`src/verilog/apbMapPkg.sv`:
```
package apbMapPkg;

  // Peripheral bus widths
  localparam int dataWidth = 32;
  localparam int addrWidth = 8;

  // Addresses below cfgLimit select a configuration byte by word index
  localparam logic [addrWidth-1:0] cfgLimit = 8'h80;

  // Interrupt status word where written ones clear the edge flags
  localparam logic [addrWidth-1:0] irqStatusAddr = 8'h80;

  // Synchronised pin levels as a read-only word
  localparam logic [addrWidth-1:0] inputAddr = 8'h90;

  // Output data register
  localparam logic [addrWidth-1:0] outputAddr = 8'hA0;

endpackage

```
`src/verilog/gpioCfgPkg.sv`:
```
package gpioCfgPkg;

  // Number of GPIO pins served by one block
  localparam int pinCount = 32;

  // One configuration byte per pin. The bus moves it as raw bits, and
  // the pin logic reads the named fields
  typedef union packed {
    logic [7:0] raw;
    struct packed {
      logic [2:0] irqType;
      logic       spare;
      logic       irqEnable;
      logic       outDriveEnable;
      logic       inEnable;
      logic       outEnable;
    } field;
  } pinCfgT;

  // Interrupt type codes held in the irqType field
  localparam logic [2:0] irqLevelHigh = 3'd0;
  localparam logic [2:0] irqLevelLow = 3'd1;
  localparam logic [2:0] irqRising = 3'd2;
  localparam logic [2:0] irqFalling = 3'd3;
  localparam logic [2:0] irqBothEdges = 3'd4;

  // Codes 5 to 7 are unassigned and never raise an interrupt

endpackage
```
`src/verilog/gpioTop.sv`:
```
`timescale 1ns/100ps

module gpioTop (
  input  logic                                 pclk,
  input  logic                                 reset,
  input  logic                                 psel,
  input  logic                                 penable,
  input  logic                                 pwrite,
  input  logic [apbMapPkg::addrWidth-1:0]      paddr,
  input  logic [apbMapPkg::dataWidth-1:0]      pwdata,
  input  logic [gpioCfgPkg::pinCount-1:0]      gpioIn,
  output logic [apbMapPkg::dataWidth-1:0]      prdata,
  output logic                                 pready,
  output logic                                 pslverr,
  output logic [gpioCfgPkg::pinCount-1:0]      gpioOut,
  output logic [gpioCfgPkg::pinCount-1:0]      gpioOe,
  output logic [gpioCfgPkg::pinCount-1:0]      irq,
  output logic                                 irqOr
);

  logic [gpioCfgPkg::pinCount-1:0] irqEnable;
  logic [3*gpioCfgPkg::pinCount-1:0] irqTypes;
  logic [gpioCfgPkg::pinCount-1:0] irqClear;
  logic [gpioCfgPkg::pinCount-1:0] pinLevel;

  // Bus registers and pin output drive
  gpioRegBlock i_regBlock (
    .pclk      (pclk),
    .reset     (reset),
    .psel      (psel),
    .penable   (penable),
    .pwrite    (pwrite),
    .paddr     (paddr),
    .pwdata    (pwdata),
    .pinLevel  (pinLevel),
    .irqFlags  (irq),
    .prdata    (prdata),
    .pready    (pready),
    .pslverr   (pslverr),
    .gpioOut   (gpioOut),
    .gpioOe    (gpioOe),
    .irqEnable (irqEnable),
    .irqTypes  (irqTypes),
    .irqClear  (irqClear)
  );

  // Input synchroniser and interrupt flags
  gpioIrqUnit i_irqUnit (
    .pclk      (pclk),
    .reset     (reset),
    .gpioIn    (gpioIn),
    .irqEnable (irqEnable),
    .irqTypes  (irqTypes),
    .irqClear  (irqClear),
    .pinLevel  (pinLevel),
    .irqFlags  (irq),
    .irqOr     (irqOr)
  );

endmodule

```
`src/verilog/gpioIrqUnit.sv`:
```
`timescale 1ns/100ps

module gpioIrqUnit (
  input  logic                                 pclk,
  input  logic                                 reset,
  input  logic [gpioCfgPkg::pinCount-1:0]      gpioIn,
  input  logic [gpioCfgPkg::pinCount-1:0]      irqEnable,
  input  logic [3*gpioCfgPkg::pinCount-1:0]    irqTypes,
  input  logic [gpioCfgPkg::pinCount-1:0]      irqClear,
  output logic [gpioCfgPkg::pinCount-1:0]      pinLevel,
  output logic [gpioCfgPkg::pinCount-1:0]      irqFlags,
  output logic                                 irqOr
);
  import gpioCfgPkg::*;

  logic [pinCount-1:0] syncStage;
  logic [pinCount-1:0] prevLevel;
  logic [pinCount-1:0] edgeFlags;
  logic [pinCount-1:0] edgeSet;
  logic [pinCount-1:0] isEdgeType;
  logic [pinCount-1:0] levelHit;
  logic [pinCount-1:0] riseSeen;
  logic [pinCount-1:0] fallSeen;

  // Two flops bring the pins into the clock domain and a third keeps the
  // previous level for edge detection
  always_ff @(posedge pclk)
  begin
    if (reset)
    begin
      syncStage <= '0;
      pinLevel <= '0;
      prevLevel <= '0;
    end
    else
    begin
      syncStage <= gpioIn;
      pinLevel <= syncStage;
      prevLevel <= pinLevel;
    end
  end

  assign riseSeen = pinLevel & ~prevLevel;
  assign fallSeen = ~pinLevel & prevLevel;

  always_comb
  begin
    for (int i = 0; i < pinCount; i++)
    begin
      edgeSet[i] = 1'b0;
      isEdgeType[i] = 1'b0;
      levelHit[i] = 1'b0;
      case (irqTypes[3*i +: 3])
        irqLevelHigh: levelHit[i] = pinLevel[i];
        irqLevelLow:  levelHit[i] = ~pinLevel[i];
        irqRising:
        begin
          isEdgeType[i] = 1'b1;
          edgeSet[i] = riseSeen[i];
        end
        irqFalling:
        begin
          isEdgeType[i] = 1'b1;
          edgeSet[i] = fallSeen[i];
        end
        irqBothEdges:
        begin
          isEdgeType[i] = 1'b1;
          edgeSet[i] = riseSeen[i] | fallSeen[i];
        end
        default: levelHit[i] = 1'b0;
      endcase
    end
  end

  // Sticky edge flags where a new edge beats a clear in the same cycle
  always_ff @(posedge pclk)
  begin
    if (reset)
    begin
      edgeFlags <= '0;
    end
    else
    begin
      edgeFlags <= (edgeSet | (edgeFlags & ~irqClear)) & isEdgeType & irqEnable;
    end
  end

  assign irqFlags = irqEnable & ((isEdgeType & edgeFlags) | (~isEdgeType & levelHit));
  assign irqOr = |irqFlags;

endmodule

```
`src/verilog/gpioRegBlock.sv`:
```
`timescale 1ns/100ps

module gpioRegBlock (
  input  logic                                 pclk,
  input  logic                                 reset,
  input  logic                                 psel,
  input  logic                                 penable,
  input  logic                                 pwrite,
  input  logic [apbMapPkg::addrWidth-1:0]      paddr,
  input  logic [apbMapPkg::dataWidth-1:0]      pwdata,
  input  logic [gpioCfgPkg::pinCount-1:0]      pinLevel,
  input  logic [gpioCfgPkg::pinCount-1:0]      irqFlags,
  output logic [apbMapPkg::dataWidth-1:0]      prdata,
  output logic                                 pready,
  output logic                                 pslverr,
  output logic [gpioCfgPkg::pinCount-1:0]      gpioOut,
  output logic [gpioCfgPkg::pinCount-1:0]      gpioOe,
  output logic [gpioCfgPkg::pinCount-1:0]      irqEnable,
  output logic [3*gpioCfgPkg::pinCount-1:0]    irqTypes,
  output logic [gpioCfgPkg::pinCount-1:0]      irqClear
);
  import gpioCfgPkg::*;
  import apbMapPkg::*;

  pinCfgT cfgRegs [pinCount];
  logic [pinCount-1:0] outReg;
  logic [pinCount-1:0] outEnableVec;
  logic [pinCount-1:0] inEnableVec;
  logic [pinCount-1:0] driveEnableVec;
  logic [$clog2(pinCount)-1:0] cfgIndex;
  logic busWrite;
  logic cfgWrite;
  logic statusWrite;
  logic outputWrite;

  // Transfers never stall and never fail
  assign pready = 1'b1;
  assign pslverr = 1'b0;

  // A write lands in the enable phase of the transfer
  assign busWrite = psel & penable & pwrite;
  assign cfgIndex = paddr[$clog2(pinCount)+1:2];
  assign cfgWrite = busWrite && (paddr < cfgLimit);
  assign statusWrite = busWrite && (paddr == irqStatusAddr);
  assign outputWrite = busWrite && (paddr == outputAddr);

  // Ones written to the status word clear the matching edge flags
  assign irqClear = statusWrite ? pwdata : '0;

  always_ff @(posedge pclk)
  begin
    if (reset)
    begin
      for (int i = 0; i < pinCount; i++)
      begin
        cfgRegs[i] <= '0;
      end
    end
    else if (cfgWrite)
    begin
      cfgRegs[cfgIndex].raw <= pwdata[7:0];
    end
  end

  always_ff @(posedge pclk)
  begin
    if (reset)
    begin
      outReg <= '0;
    end
    else if (outputWrite)
    begin
      outReg <= pwdata;
    end
  end

  // Spread the per-pin fields out into vectors for the pin logic
  always_comb
  begin
    for (int i = 0; i < pinCount; i++)
    begin
      outEnableVec[i] = cfgRegs[i].field.outEnable;
      inEnableVec[i] = cfgRegs[i].field.inEnable;
      driveEnableVec[i] = cfgRegs[i].field.outDriveEnable;
      irqEnable[i] = cfgRegs[i].field.irqEnable;
      irqTypes[3*i +: 3] = cfgRegs[i].field.irqType;
    end
  end

  // Pin outputs follow the registers one clock later
  always_ff @(posedge pclk)
  begin
    if (reset)
    begin
      gpioOut <= '0;
      gpioOe <= '0;
    end
    else
    begin
      gpioOut <= outReg & outEnableVec;
      gpioOe <= driveEnableVec & outEnableVec;
    end
  end

  // Read data is combinational from the address while selected
  always_comb
  begin
    prdata = '0;
    if (psel)
    begin
      if (paddr < cfgLimit)
      begin
        prdata = dataWidth'(cfgRegs[cfgIndex].raw);
      end
      else
      begin
        case (paddr)
          irqStatusAddr: prdata = irqFlags;
          inputAddr:     prdata = pinLevel & inEnableVec;
          outputAddr:    prdata = outReg;
          default:       prdata = '0;
        endcase
      end
    end
  end

endmodule

```
`config.mk`:
```
export PLATFORM = sky130hd
export DESIGN_NAME = gpioTop
export DESIGN_NICKNAME = d
export VERILOG_FILES = /design/src/verilog/apbMapPkg.sv /design/src/verilog/gpioCfgPkg.sv /design/src/verilog/gpioTop.sv /design/src/verilog/gpioIrqUnit.sv /design/src/verilog/gpioRegBlock.sv
export SDC_FILE = /design/constraint.sdc
export NUM_CORES = 1
export LEC_CHECK = 0
export ABC_AREA = 1
export BUFFER_PORTS_ARGS = -buffer_cell sky130_fd_sc_hd__buf_2
export CORE_MARGIN = 2
export CORE_UTILIZATION = 55
export DETAILED_ROUTE_END_ITERATION = 8
export GPL_TIMING_DRIVEN = 0
export HOLD_SLACK_MARGIN = 0.08
export PLACE_DENSITY_LB_ADDON = 0.12
export SLEW_MARGIN = 5
export SYNTH_ARGS = -nofsm -noshare
export SYNTH_HDL_FRONTEND = slang
export SYNTH_SLANG_ARGS = --single-unit
```
`constraint.sdc`:
```
create_clock -name pclk -period 2.67 [get_ports pclk]
set_input_delay 0.1335 -clock pclk [delete_from_list [all_inputs] [get_ports pclk]]
set_output_delay 0.1335 -clock pclk [all_outputs]
set_load 0.01 [all_outputs]
```
### Word-level counts from Yosys, hierarchy flattened

Memory sizes are Yosys's and may differ from the RTL's.
Index checks and enable logic that the tools add are counted.

| cells by class | value |
|---|---|
| add/subtract/negate cells | 0 |
| multipliers | 0 |
| div/mod/pow operators | 0 |
| magnitude comparators | 1 |
| equal/unequal tests | 131 |
| shift-type cells | 0 |
| muxes and demuxes | 108 |
| bitwise logic cells | 83 |
| reductions and logical operators | 69 |

Operators with widths:

| cell | count |
|---|---|
| AND 32 bit | 11 |
| == test 3 x 2 -> 1 bit, second input constant | 64 |
| inverter 32 bit | 4 |
| == test 3 x 1 -> 1 bit, second input constant | 32 |
| == test 3 bit, second input constant | 32 |
| logical NOT 3 bit | 32 |
| 2-to-1 mux 32 bit | 3 |
| one-hot mux 1 bit (3 select lines) | 32 |
| one-hot mux 32 bit (3 select lines) | 1 |
| OR reduction 3 bit | 32 |
| OR 32 bit | 2 |
| one-hot mux 1 bit (2 select lines) | 32 |
| 2-to-1 mux 1 bit | 38 |
| inverter 1 bit | 32 |
| OR 1 bit | 32 |
| OR reduction 32 bit | 1 |
| == test 8 bit, second input constant | 3 |
| < comparator 8 bit, second input constant | 1 |
| 2-to-1 mux 8 bit | 1 |
| OR reduction 8 bit | 1 |
| 2-to-1 mux 5 bit | 1 |
| logical AND 1 bit | 3 |
| AND 1 bit | 2 |

| storage, ports and cells | value |
|---|---|
| register bits after elaboration | 224 |
| bits in latches | 0 |
| RAM bits | 256 |
| ROM bits | 0 |
| input bits | 77 |
| output and inout bits | 131 |
| word-level logic and storage cells | 400 |
| memories kept | 1 |

Memories:

| memory | words | width | rd ports | clocked after Yosys merged registers in | write ports | line | text |
|---|---|---|---|---|---|---|---|
| i_regBlock.cfgRegs | 32 | 8 | 33 | 0 | 32 | gpioRegBlock.sv:25 | `pinCfgT cfgRegs [pinCount];` |

### Depth between registers and ports, before layout

Gate-level depths: netlist of run 1.
An unclocked memory read counts as a cell.

| logic depth | value |
|---|---|
| word-level depth | 11 |
| depth in mapped cells | 13 |
| depth with buffers taken out | 10 |

### By module

Synthesis of run 1 repeated with hierarchy kept, for this count alone.

| second synthesis, totals | value |
|---|---|
| cell total of the unflattened synthesis | 3402 |
| area total of the unflattened synthesis | 25310.5 um2 |

By module, submodules not included:

| module | instances | cells an instance | area each (um2) | sequential area each (um2) |
|---|---|---|---|---|
| gpioRegBlock | 1 | 2302 | 17988.5 | 9609.2 |
| gpioIrqUnit | 1 | 1100 | 7322.0 | 2562.5 |

### Worst setup path after synthesis of run 1

OpenSTA, ideal clock, no wires.

| path | value |
|---|---|
| path kind | input to register |
| start | in paddr[2] (netlist name) |
| end | mem i_regBlock.cfgRegs[10][0] (netlist name) (enable) |
| library setup time | 0.329 ns |
| arrival time | 1.614 ns |
| data required time | 2.341 ns |
| setup slack | 0.727 ns |
| cell stages on the path | 6 |
| buffers on the path | 3 |
| path through | buf_2 clkbuf_1 buf_2 nor3_4 nand2_4 nand2_1 |

RTL lines:

| element | line | text |
|---|---|---|
| start, declared | gpioTop.sv:9 | `input logic [apbMapPkg::addrWidth-1:0] paddr,` |
| end, declared | gpioRegBlock.sv:25 |  |

### Worst setup path after layout of run 1

| path | value |
|---|---|
| start | in paddr[2] (netlist name) |
| end | out prdata[3] (netlist name) |

| between the ends | value |
|---|---|
| longest elaborated chain between the ends | 4 |
| elaborated cells between the ends (all ways) | 8 |
| classes of those cells | order compare: 1; eq/ne: 3; mux: 3; memory: 1 |

Ends and longest elaborated chain:

| element | line | text |
|---|---|---|
| parallel branches: the longest is 2 deep, another holds memory read (32 x 8 bit) | n/a |  |
| 2-to-1 mux 32 bit (*) | gpioRegBlock.sv:111 | `if (paddr < cfgLimit)` |
| 2-to-1 mux 32 bit (*) | gpioRegBlock.sv:109 | `if (psel)` |
| end, declared | gpioTop.sv:12 | `output logic [apbMapPkg::dataWidth-1:0] prdata,` |

Every way passes the cells marked *.

==> metrics.txt, run 1 <==
number of iterations in the first detailed-routing pass=6; global route overflow=0; Worst Skew=between 10 and 15 ps; share of final-layout standard cells stronger than drive strength 1=between 10% and 20%; maximum fanout along the worst path=10; estimated wirelength of the detail-placed design=between 60000 and 70000 um; Yosys warnings=0; Avg Vias per Cell=around 5.7; Hold Path Class=input port to flop; final cell area excluding filler cells=around 0.027 mm2; largest net degree at the start of global routing=20; largest buffer count on any clock path=3; clock latency on the worst-skew pair=around 630 ps; DRC marker count from the first detailed-route iteration=slightly below 3000; Min Clock Period, post-route=between 2000 and 3000 ps; classification of the worst setup path=input port to primary output; Clock transition at path regs=about 60 ps; Core Footprint=about 0.042 mm2; number of nets in the synthesized netlist=a little over 3000; cell types occupying the most area after synthesis=sky130_fd_sc_hd__edfxtp_1 (33%), sky130_fd_sc_hd__dfxtp_1 (19%), sky130_fd_sc_hd__nor2_1 (13%); vias in the first global route=roughly 21000; Slew HR=under 10%; Initial Util=55.4%; drc violations=0; fin nets=roughly 3400; final count of hold timing violations=0; Synth-to-Final Area Change=18.4%; Syn Area/Cell=roughly 8 um2; initial antenna violation count=2; number of distinct library cells after synthesis=35; worst hold path depth=6; Synth area leader=sky130_fd_sc_hd__edfxtp_1; most instantiated flip-flop cell in the synthesis netlist=sky130_fd_sc_hd__edfxtp_1; TritonCTS Buffers=53; PwrDens=around 650 mW/mm2; Worst R2R Path Depth=6; wire length of the first global-routing pass=about 130000 um; Detail Route Antenna Nets=0; portion of the post-synthesis area used by sequential elements=between 50 and 60%; number of buffers inserted by port buffering=just over 200; data arrival time of the worst path=2640 ps; root buffer cell=sky130_fd_sc_hd__clkbuf_16; max-cap check violation count=0; post-detailed-placement cell area=0.0248 mm2; Die Span Y=approximately 210 um; cells after synthesis=2950; run status=finished with violations; final standard cell utilization of the core=between 60% and 70%; cell row count=75; pre-CTS setup slack=-916 ps; Sequential cell area=between 0.01 and 0.015 mm2; area occupied by multi-input gates=0.00916 mm2; die width=209 um; CTS HTree Levels=2; share of the clock period used by the worst path=104%; number of synthesized flops with an enable pin=256; Die Area=roughly 0.044 mm2; highest clock rate=361 MHz; PnR Total Power=roughly 18 mW; detailed-route wire length per cell=22.4 um; GRT Total Usage=around two fifths; hold slack=about 150 ps; FILL cells=between 3000 and 4000; flip-flop and latch count after synthesis=480; Top Ports=roughly 210; category of the worst setup path capture point=primary output; fraction of synthesized cell area taken by the top area cell type=33.3%; post-layout worst setup margin=-100 ps; clock tree from TritonCTS=built; violations in the final reports=setup timing; vias post-DR=22048; aggregate routed wire length=~86000 um; share of async-settable or async-resettable flops after synthesis=0%; clock sinks=480; area of the mapped netlist=around 0.023 mm2; leakage component of the power=around 12 nW; RSZ-0062 raised after global routing=true; final max-slew violation count=0; worst IR drop on VDD=~570 uV; Final GP Congestion=between 1 and 1.5; endpoint required time on the critical path=2540 ps; commonest cells in the synthesized netlist=sky130_fd_sc_hd__nor2_1 (791), sky130_fd_sc_hd__nand2_1 (622), sky130_fd_sc_hd__inv_1 (355); Least-Margin Pin Slew=about 1500 ps; setup violation total in the final timing report=25; most common cell in the synthesized netlist=sky130_fd_sc_hd__nor2_1; category of the worst setup path launch point=input port
-- power by group --
part	total [mW]	switching, mW	internal, mW
combinational	1.73	1.23	0.499
sequential	8.27	0.220	8.05
clock	7.73	3.20	4.53
total	17.7	4.65	13.1
-- cells in the final DEF (no fill, tap or decap), drive strengths merged, types with 6 or more instances in the layout --
cell type / count
nand2: 638
a21boi: 22
nand4: 19
clkinv: 19
edfxtp: 256
a31oi: 32
o32ai: 8
a41oi: 6
nand3: 125
clkbuf: 161
buf: 227
o22ai: 12
nor2: 794
nor3: 29
bufinv: 6
o21bai: 7
o21ai: 97
a21oi: 91
ha: 64
dfxtp: 224
nand3b: 37
dlygate4sd3: 64
inv: 359
-- path summary, 6_finish.rpt --
check | start | endpoint | slack (ps)
worst max register to register | i_irqUnit.pinLevel[5] | i_irqUnit.edgeFlags[5] | 1360
worst min register to register | i_irqUnit.syncStage[3] | i_irqUnit.pinLevel[3] | 400
worst max-delay path | paddr[2] | prdata[3] | -100
worst min-delay path | penable | i_irqUnit.edgeFlags[19] | 150
-- cells by family after synthesis --
logic type | count (synthesis) | synth area share, %
AND/OR/NAND/NOR | 1651 | 29.1
flip-flops | 480 | 52.7
buffers and inverters | 476 | 7.90
AO/OA/AOI/OAI | 275 | 6.74
adder cells (fa/ha/maj) | 64 | 3.47
multiplexers | 2 | 0.0975
other | 2 | 0.0325
-- registers in the layout (all words and copies together) (netlist names) --
name and count:
i_irqUnit.syncStage 32, i_regBlock.gpioOe 32, i_irqUnit.pinLevel 32, i_regBlock.gpioOut 32, i_regBlock.outReg 32, i_irqUnit.prevLevel 32
i_irqUnit.edgeFlags 32, i_regBlock.cfgRegs 256
-- repair_timing --
item / 4_1_cts / 5_1_grt
hold buffers: 64 / 0
buffers inserted: 0 / 0
endpoints found under the hold margin: 103 / 0
gates resized for setup: 23 / 29
endpoints found under the setup margin: 160 / 29
gates cloned: 0 / 0
-- critical path, stage by stage --
cell and delay (ps):
sky130_fd_sc_hd__buf_2 170, sky130_fd_sc_hd__nand2_1 500, sky130_fd_sc_hd__clkbuf_2 460, sky130_fd_sc_hd__nor2_1 100
sky130_fd_sc_hd__a21oi_1 170, sky130_fd_sc_hd__nand2_1 100, sky130_fd_sc_hd__nand2_1 180, sky130_fd_sc_hd__nand2_1 70
sky130_fd_sc_hd__nor2_1 150, sky130_fd_sc_hd__nand2_1 110, sky130_fd_sc_hd__a21oi_1 290, sky130_fd_sc_hd__buf_2 200
-- through the flow --
step | TNS [ps] | cells
2_1_floorplan | 0 | 2950
3_3_place_gp | -190630 | 3691
3_5_place_dp | -198640 | 3691
4_1_cts | 0 | 3854
5_1_grt | -51.7 | 3854
6_report | -593 | 3855
-- layout make-up --
class	count	area share [%]
flip-flops and latches	480	44.5
well taps	539	2.47
clock inverters	31	1.20
repair buffers	266	6.04
inverters	357	4.90
clock buffers	69	5.45
plain buffers	118	1.93
multi-input cells	1994	33.5
diodes	1	0.00915
-- per-layer routing --
| layer | vias to the layer above | track usage [%] | share of wire [%] |
|---|---|---|---|
| li1 | 10008 | - | - |
| met1 | 10352 | 51.7 | 38 |
| met2 | 1391 | 62.0 | 44 |
| met3 | 297 | 6.46 | 11 |
| met4 | 0 | 21.8 | 6.3 |
| met5 | - | 0 | 0 |
No activity file was read; power rests on OpenSTA's default activity.
==> inputs of run 2 (changes only) <==
CORE_UTILIZATION = 35   (was 55)
==> metrics.txt, run 2 (same netlist as run 1, synthesis figures left out) <==
final max-slew violation count=0 (unchanged); Crit path top cell by count=sky130_fd_sc_hd__nand2_1; cell row count=94 (+25%); clock latency on the worst-skew pair=620 ps (about the same); number of iterations in the first detailed-routing pass=6 (unchanged); max-cap check violation count=0 (unchanged); final count of hold timing violations=0 (unchanged); final cell area excluding filler cells=0.0281 mm2 (+2.8%); share of power burned in the clock network=44.8% (+1.2 points); Top Ports=208 (unchanged); highest-count cells in the layout ignoring fill and taps=sky130_fd_sc_hd__nor2_1 (775), sky130_fd_sc_hd__nand2_1 (620), sky130_fd_sc_hd__inv_1 (354); Least-Margin Pin Slew=1430 ps (-24.3 ps); wire length of the first global-routing pass=134000 um (+6.7%); violations in the final reports=setup timing; GRT Total Usage=27.4% (-12 points); PwrDens=648 mW/mm2 (about the same); category of the worst setup path launch point=input port; FILL cells=6664 (+86%); Worst Skew=17.6 ps (+3.02 ps); Final GP Congestion=0.968 (-4.4%); Setup Total Neg Slack=-16.7 ps (+577 ps); PnR Total Power=18.2 mW (+2.7%); drc violations=0 (unchanged); Combinational Power Share=9.8% (about the same); max FFs per register=256 (unchanged); estimated wirelength of the detail-placed design=70700 um (+12%); aggregate routed wire length=95200 um (+10%); vias post-DR=21486 (-2.5%); Hold Path Class=input port to flop; Sequential cell area=0.0122 mm2 (unchanged); classification of the worst setup path=input port to primary output; Core Footprint=0.0655 mm2 (+57%); detailed-route wire length per cell=22.7 um (+0.98%); fin nets=3434 (+0.67%); root buffer cell=sky130_fd_sc_hd__clkbuf_16; Synth-to-Final Area Change=21.7%; share of the clock period used by the worst path=100% (-3.5 points); global route overflow=0 (unchanged); CTS HTree Levels=2 (unchanged); Net Switching=4.82 mW (+3.6%); Die Area=0.0681 mm2 (+56%); Die Span Y=261 um (+25%); initial antenna violation count=3 (+1); proportion of power drawn by flip-flops and latches=45.4% (-1.2 points); Initial Util=35.3% (-20 points); delay-heaviest family, CP=buffers and inverters; post-layout worst setup margin=-7.52 ps (+92.6 ps); final standard cell utilization of the core=42.9% (-23 points); TritonCTS Buffers=57 (+7.5%); number of buffers inserted by port buffering=202 (unchanged); largest buffer count on any clock path=3 (unchanged); slowest cell delay on critical path=350 ps (-150 ps); clock sinks=480 (unchanged); RSZ-0062 raised after global routing=true; die width=261 um (+25%); endpoint required time on the critical path=2540 ps (about the same); clock tree from TritonCTS=built; area occupied by multi-input gates=0.00920 mm2 (+0.45%); largest net degree at the start of global routing=14 (-30%); worst IR drop on VDD=467 uV (-19%); register ranked first by flip-flop count=i_regBlock.cfgRegs; highest clock rate=373 MHz (+3.5%); sum of buffers and inverters on the critical path=5 (+2); maximum fanout along the worst path=10 (unchanged); cell-by-cell trace of the critical path=buf_2 -> inv_1 -> nand2_1 -> buf_2 -> buf_4 -> nor2_1 -> nor2_1 -> nand2_1 -> nand2_1 -> nand2_1 -> nor2_1 -> nand2_1 -> a21oi_1 -> buf_2; data arrival time of the worst path=2540 ps (-100 ps); Slew HR=4.52% (+1.6 points); vias in the first global route=20219 (-2.5%); Clock transition at path regs=60 ps (about the same); Min Clock Period, post-route=2680 ps (-92.6 ps); category of the worst setup path capture point=primary output; Detail Route Antenna Nets=0 (unchanged); Power Internal=13.4 mW (+2.4%); leakage component of the power=12.5 nW (+1.5%); net switching fraction of the power=26.5% (+0.22 points); hold slack=181 ps (+28.1 ps); post-detailed-placement cell area=0.0252 mm2 (+1.7%); setup violation total in the final timing report=4 (-84%); cell with the largest stage delay on the worst path=sky130_fd_sc_hd__buf_4; DRC marker count from the first detailed-route iteration=2389 (-18%); Avg Vias per Cell=5.11 (-11%); share of final-layout standard cells stronger than drive strength 1=12.4% (+1.1 points); leading cell type in the layout, fill and taps excluded=sky130_fd_sc_hd__nor2_1; run status=finished with violations
## run 2: routing by layer
layer  global-route usage [%]  up-vias  part of all wire [%]
met3                     4.01      227                   8.0
met2                     44.4      999                    45
met1                     36.1    10218                    42
met5                        0        -                 0.033
li1                         -    10038                     -
met4                     13.2        4                   5.3
## run 2: final cells by class
class                           instances  share of cell area, %
Timing Repair Buffer                  284                   6.41
Inverter                              357                   4.78
Clock buffer                           83                   6.35
Antenna cell                            1                0.00890
Sequential cell                       480                   43.3
Buffer                                119                   1.95
Clock inverter                         22                  0.636
Multi-Input combinational cell       1994                   32.7
Tap cell                              864                   3.84
## run 2: power by group through the flow
stage | sequential [mW] | combinational (mW) | clock (mW)
floorplan | 8.34 | 0.919 | 0
global placement | 8.42 | 1.62 | 0
detailed placement | 8.43 | 1.64 | 0
CTS | 8.27 | 1.73 | 8.25
global route | 8.30 | 1.94 | 8.55
finish | 8.27 | 1.79 | 8.16
## run 2: timing repair
action                     4_1_cts  5_1_grt
pin swaps                        1        3
resized for setup               38       30
setup endpoints to repair       97      116
hold endpoints to repair       100        0
hold buffers                    64        0
buffers inserted                 0       17
## run 2: worst min-delay path, cell delays in order
cell                      delay, ps
sky130_fd_sc_hd__buf_2           90
sky130_fd_sc_hd__nand2_1        100
sky130_fd_sc_hd__nor2_4         150
sky130_fd_sc_hd__nand3_1        130
sky130_fd_sc_hd__a21oi_1         60
sky130_fd_sc_hd__nor2_1          70
## run 2: worst paths after layout
path	start	end	slack (ps)	cells past startpoint
max	paddr[3]	prdata[3]	-8	14
min	penable	i_irqUnit.edgeFlags[19]	180	6
max reg2reg	i_irqUnit.pinLevel[6]	i_irqUnit.edgeFlags[6]	1370	6
min reg2reg	i_irqUnit.syncStage[29]	i_irqUnit.pinLevel[29]	400	2
## run 2: per-stage QoR
stage	std cells	setup WS, ps
2_1_floorplan	2950	727
3_3_place_gp	4016	-1120
3_5_place_dp	4017	-961
4_1_cts	4186	7.24
5_1_grt	4203	-21.4
6_report	4204	-7.52
==> inputs of run 3 (changes only) <==
PLACE_DENSITY_LB_ADDON = default   (was 0.12)
SYNTH_HIERARCHICAL = 1   (was default)
==> metrics.txt, run 3 <==
run status=completed; PnR Total Power=17.8 mW (-2.5%); category of the worst setup path launch point=input port; setup fix buffers added after clock tree synthesis=0 (unchanged); sum of buffers and inverters on the critical path=3 (-2); category of the worst setup path capture point=primary output; CTS HTree Levels=2 (unchanged); largest net degree at the start of global routing=14 (unchanged); delay-heaviest family, CP=simple AND/OR/NAND/NOR gates; Yosys warnings=6 (+6); Net Switching=4.66 mW (-3.2%); estimated wirelength of the detail-placed design=67700 um (-4.2%); GRT Total Usage=23.5% (-3.9 points); fin nets=3867 (+13%); data arrival time of the worst path=2500 ps (-40 ps); number of distinct library cells after synthesis=34 (-2.9%); Slew HR=21.7% (+17 points); Synth area leader=sky130_fd_sc_hd__edfxtp_1; cell with the largest stage delay on the worst path=sky130_fd_sc_hd__buf_4; pre-CTS setup slack=-130 ps (+831 ps); setup violation total in the final timing report=0 (-4); area of the mapped netlist=0.0253 mm2 (+9.6%); PwrDens=592 mW/mm2 (-8.7%); classification of the worst setup path=input port to primary output; fraction of synthesized cell area taken by the top area cell type=30.4% (-2.9 points); number of synthesized flops with an enable pin=256 (unchanged); Least-Margin Pin Slew=1170 ps (-257 ps); slowest cell delay on critical path=410 ps (+60 ps); global route overflow=0 (unchanged); Power Internal=13.1 mW (-2.2%); root buffer cell=sky130_fd_sc_hd__clkbuf_16; vias post-DR=22555 (+5.0%); post-layout worst setup margin=33.5 ps (+41.0 ps); highest clock rate=379 MHz (+1.6%); most common cell in the synthesized netlist=sky130_fd_sc_hd__nand2_1; flip-flop and latch count after synthesis=480 (unchanged); number of nets in the synthesized netlist=3543 (+15%); register ranked first by flip-flop count=i_regBlock/cfgRegs; cell types occupying the most area after synthesis=sky130_fd_sc_hd__edfxtp_1 (30%), sky130_fd_sc_hd__dfxtp_1 (18%), sky130_fd_sc_hd__nand2_1 (14%); Sequential cell area=0.0122 mm2 (unchanged); final count of hold timing violations=0 (unchanged); Core Footprint=0.0715 mm2 (+9.1%); Min Clock Period, post-route=2640 ps (-41.0 ps); Worst Setup SP=paddr[7]; FILL cells=7356 (+10%); clock sinks=480 (unchanged); Top Ports=208 (unchanged); placed instance count=4556 (+13%); endpoint required time on the critical path=2540 ps (about the same); die width=273 um (+4.6%); aggregate routed wire length=89400 um (-6.2%); TritonCTS Buffers=54 (-5.3%); Initial Util=35.4% (+0.14 points); DRC marker count from the first detailed-route iteration=2304 (-3.6%); Die Area=0.0745 mm2 (+9.4%); leading cell type in the layout, fill and taps excluded=sky130_fd_sc_hd__nand2_1; cell-by-cell trace of the critical path=buf_2 -> nand3_1 -> nor2_1 -> o21ai_1 -> nor2_2 -> buf_4 -> a21oi_4 -> a21oi_2 -> buf_2; Crit path top cell by count=sky130_fd_sc_hd__buf_2; Die Span Y=273 um (+4.6%); cell row count=98 (+4.3%); share of async-settable or async-resettable flops after synthesis=0% (unchanged); share of the clock period used by the worst path=98.7% (-1.5 points); most instantiated flip-flop cell in the synthesis netlist=sky130_fd_sc_hd__edfxtp_1; Setup Total Neg Slack=0 ps (+16.7 ps); wire length of the first global-routing pass=129000 um (-3.4%); maximum fanout along the worst path=12 (+2); drc violations=0 (unchanged); detailed-route wire length per cell=18.9 um (-17%); Final GP Congestion=0.983 (+1.6%); Worst Skew=11.7 ps (-5.89 ps); Layout Cells excl Fill=4726 (+12%); number of buffers inserted by port buffering=204 (+0.99%); commonest cells in the synthesized netlist=sky130_fd_sc_hd__nand2_1 (933), sky130_fd_sc_hd__inv_1 (618), sky130_fd_sc_hd__nor2_1 (516); RSZ-0062 raised after global routing=true; vias in the first global route=21047 (+4.1%); share of final-layout standard cells stronger than drive strength 1=14.6% (+2.2 points); share of power burned in the clock network=42.2% (-2.6 points); final max-slew violation count=0 (unchanged); initial antenna violation count=6 (+3); clock tree from TritonCTS=built; max FFs per register=256 (unchanged); proportion of power drawn by flip-flops and latches=46.1% (+0.7 points); Combinational Power Share=11.7% (+1.9 points); Synth-to-Final Area Change=18.7%; Clock transition at path regs=60 ps (about the same); clock latency on the worst-skew pair=610 ps (about the same); area occupied by multi-input gates=0.00938 mm2 (+2.0%); portion of the post-synthesis area used by sequential elements=48.1% (-4.6 points); largest buffer count on any clock path=3 (unchanged); Detail Route Antenna Nets=0 (unchanged); net switching fraction of the power=26.3% (-0.20 points); final standard cell utilization of the core=42.0% (-0.91 points); hold slack=157 ps (-24.2 ps); post-detailed-placement cell area=0.0275 mm2 (+9.2%); Avg Vias per Cell=4.77 (-6.6%); worst IR drop on VDD=435 uV (-6.9%); number of iterations in the first detailed-routing pass=6 (unchanged); final cell area excluding filler cells=0.0300 mm2 (+6.8%); launch instance of the worst min-delay path=reset; cells after synthesis=3402 (+15%); Syn Area/Cell=7.44 um2 (-5.0%); highest-count cells in the layout ignoring fill and taps=sky130_fd_sc_hd__nand2_1 (928), sky130_fd_sc_hd__inv_1 (618), sky130_fd_sc_hd__nor2_1 (511); Critical R2R Launch=i_irqUnit/pinLevel[1]; Hold Path Class=input port to flop; max-cap check violation count=0 (unchanged); leakage component of the power=15.0 nW (+20%)
run 3: changes by cell type after synthesis, moves of 31 or more:
cell	previous run	this run
sky130_fd_sc_hd__a31oi_1	32	0
sky130_fd_sc_hd__nor2_1	791	516
sky130_fd_sc_hd__nor3_1	28	89
sky130_fd_sc_hd__o21ai_0	96	59
sky130_fd_sc_hd__buf_4	4	135
sky130_fd_sc_hd__inv_1	355	618
sky130_fd_sc_hd__nand2_1	622	933
sky130_fd_sc_hd__nand2_2	8	39
run 3: cell families (layout without fill, tap and decap cells):
group	after synthesis	in the layout	synth area share [%]
adder cells (fa/ha/maj)	64	64	3.16
multiplexers	9	9	0.356
AND/OR/NAND/NOR	1754	1754	28.3
buffers and inverters	877	1245	15.2
AO/OA/AOI/OAI	216	216	4.91
flip-flops	480	480	48.1
other	2	8	0.0297
run 3: area by class of cell:
type                    instances  share of cell area, %
repair buffers                268                   5.53
plain buffers                 254                   5.01
well taps                     950                   3.96
multi-input cells            2045                   31.2
diodes                          6                 0.0500
flip-flops and latches        480                   40.5
clock buffers                  78                   5.14
inverters                     623                   7.79
clock inverters                22                  0.758
run 3: worst reg2reg max path, delay by kind of cell (launching register included):
family / cells / cell delay, ps
compound gates: 1 / 290
fa+ha+maj: 1 / 280
buf+inv: 1 / 80
flops: 1 / 390
simple gates: 2 / 120
run 3: repair_timing:
item,CTS,global route
gates resized for setup,5,23
setup endpoints to repair,3,24
hold buffers,64,0
hold endpoints to repair,104,0
run 3: final timing paths:
check	end	slack, ps	cells after the start
setup / recovery	prdata[6]	30	9
hold / removal	i_regBlock/outReg[21]	160	4
setup reg to reg	i_irqUnit/edgeFlags[1]	1390	5
hold reg to reg	i_irqUnit/pinLevel[1]	390	2
run 3: power groups by stage:
| stage | sequential [mW] | clock, mW | combinational, mW |
|---|---|---|---|
| 2_1_floorplan | 8.30 | 0 | 1.21 |
| 3_3_place_gp | 8.35 | 0 | 1.93 |
| 3_5_place_dp | 8.35 | 0 | 1.94 |
| 4_1_cts | 8.19 | 7.65 | 2.03 |
| 5_1_grt | 8.22 | 7.94 | 2.26 |
| 6_report | 8.19 | 7.50 | 2.08 |
run 3: metal layers:
| metal | part of all wire [%] | track usage, % | up-vias |
|---|---|---|---|
| met5 | 0.056 | 0 | - |
| met4 | 5.1 | 11.4 | 8 |
| met3 | 10 | 6.26 | 237 |
| met2 | 44 | 36.5 | 983 |
| met1 | 41 | 30.4 | 10396 |
| li1 | - | - | 10931 |
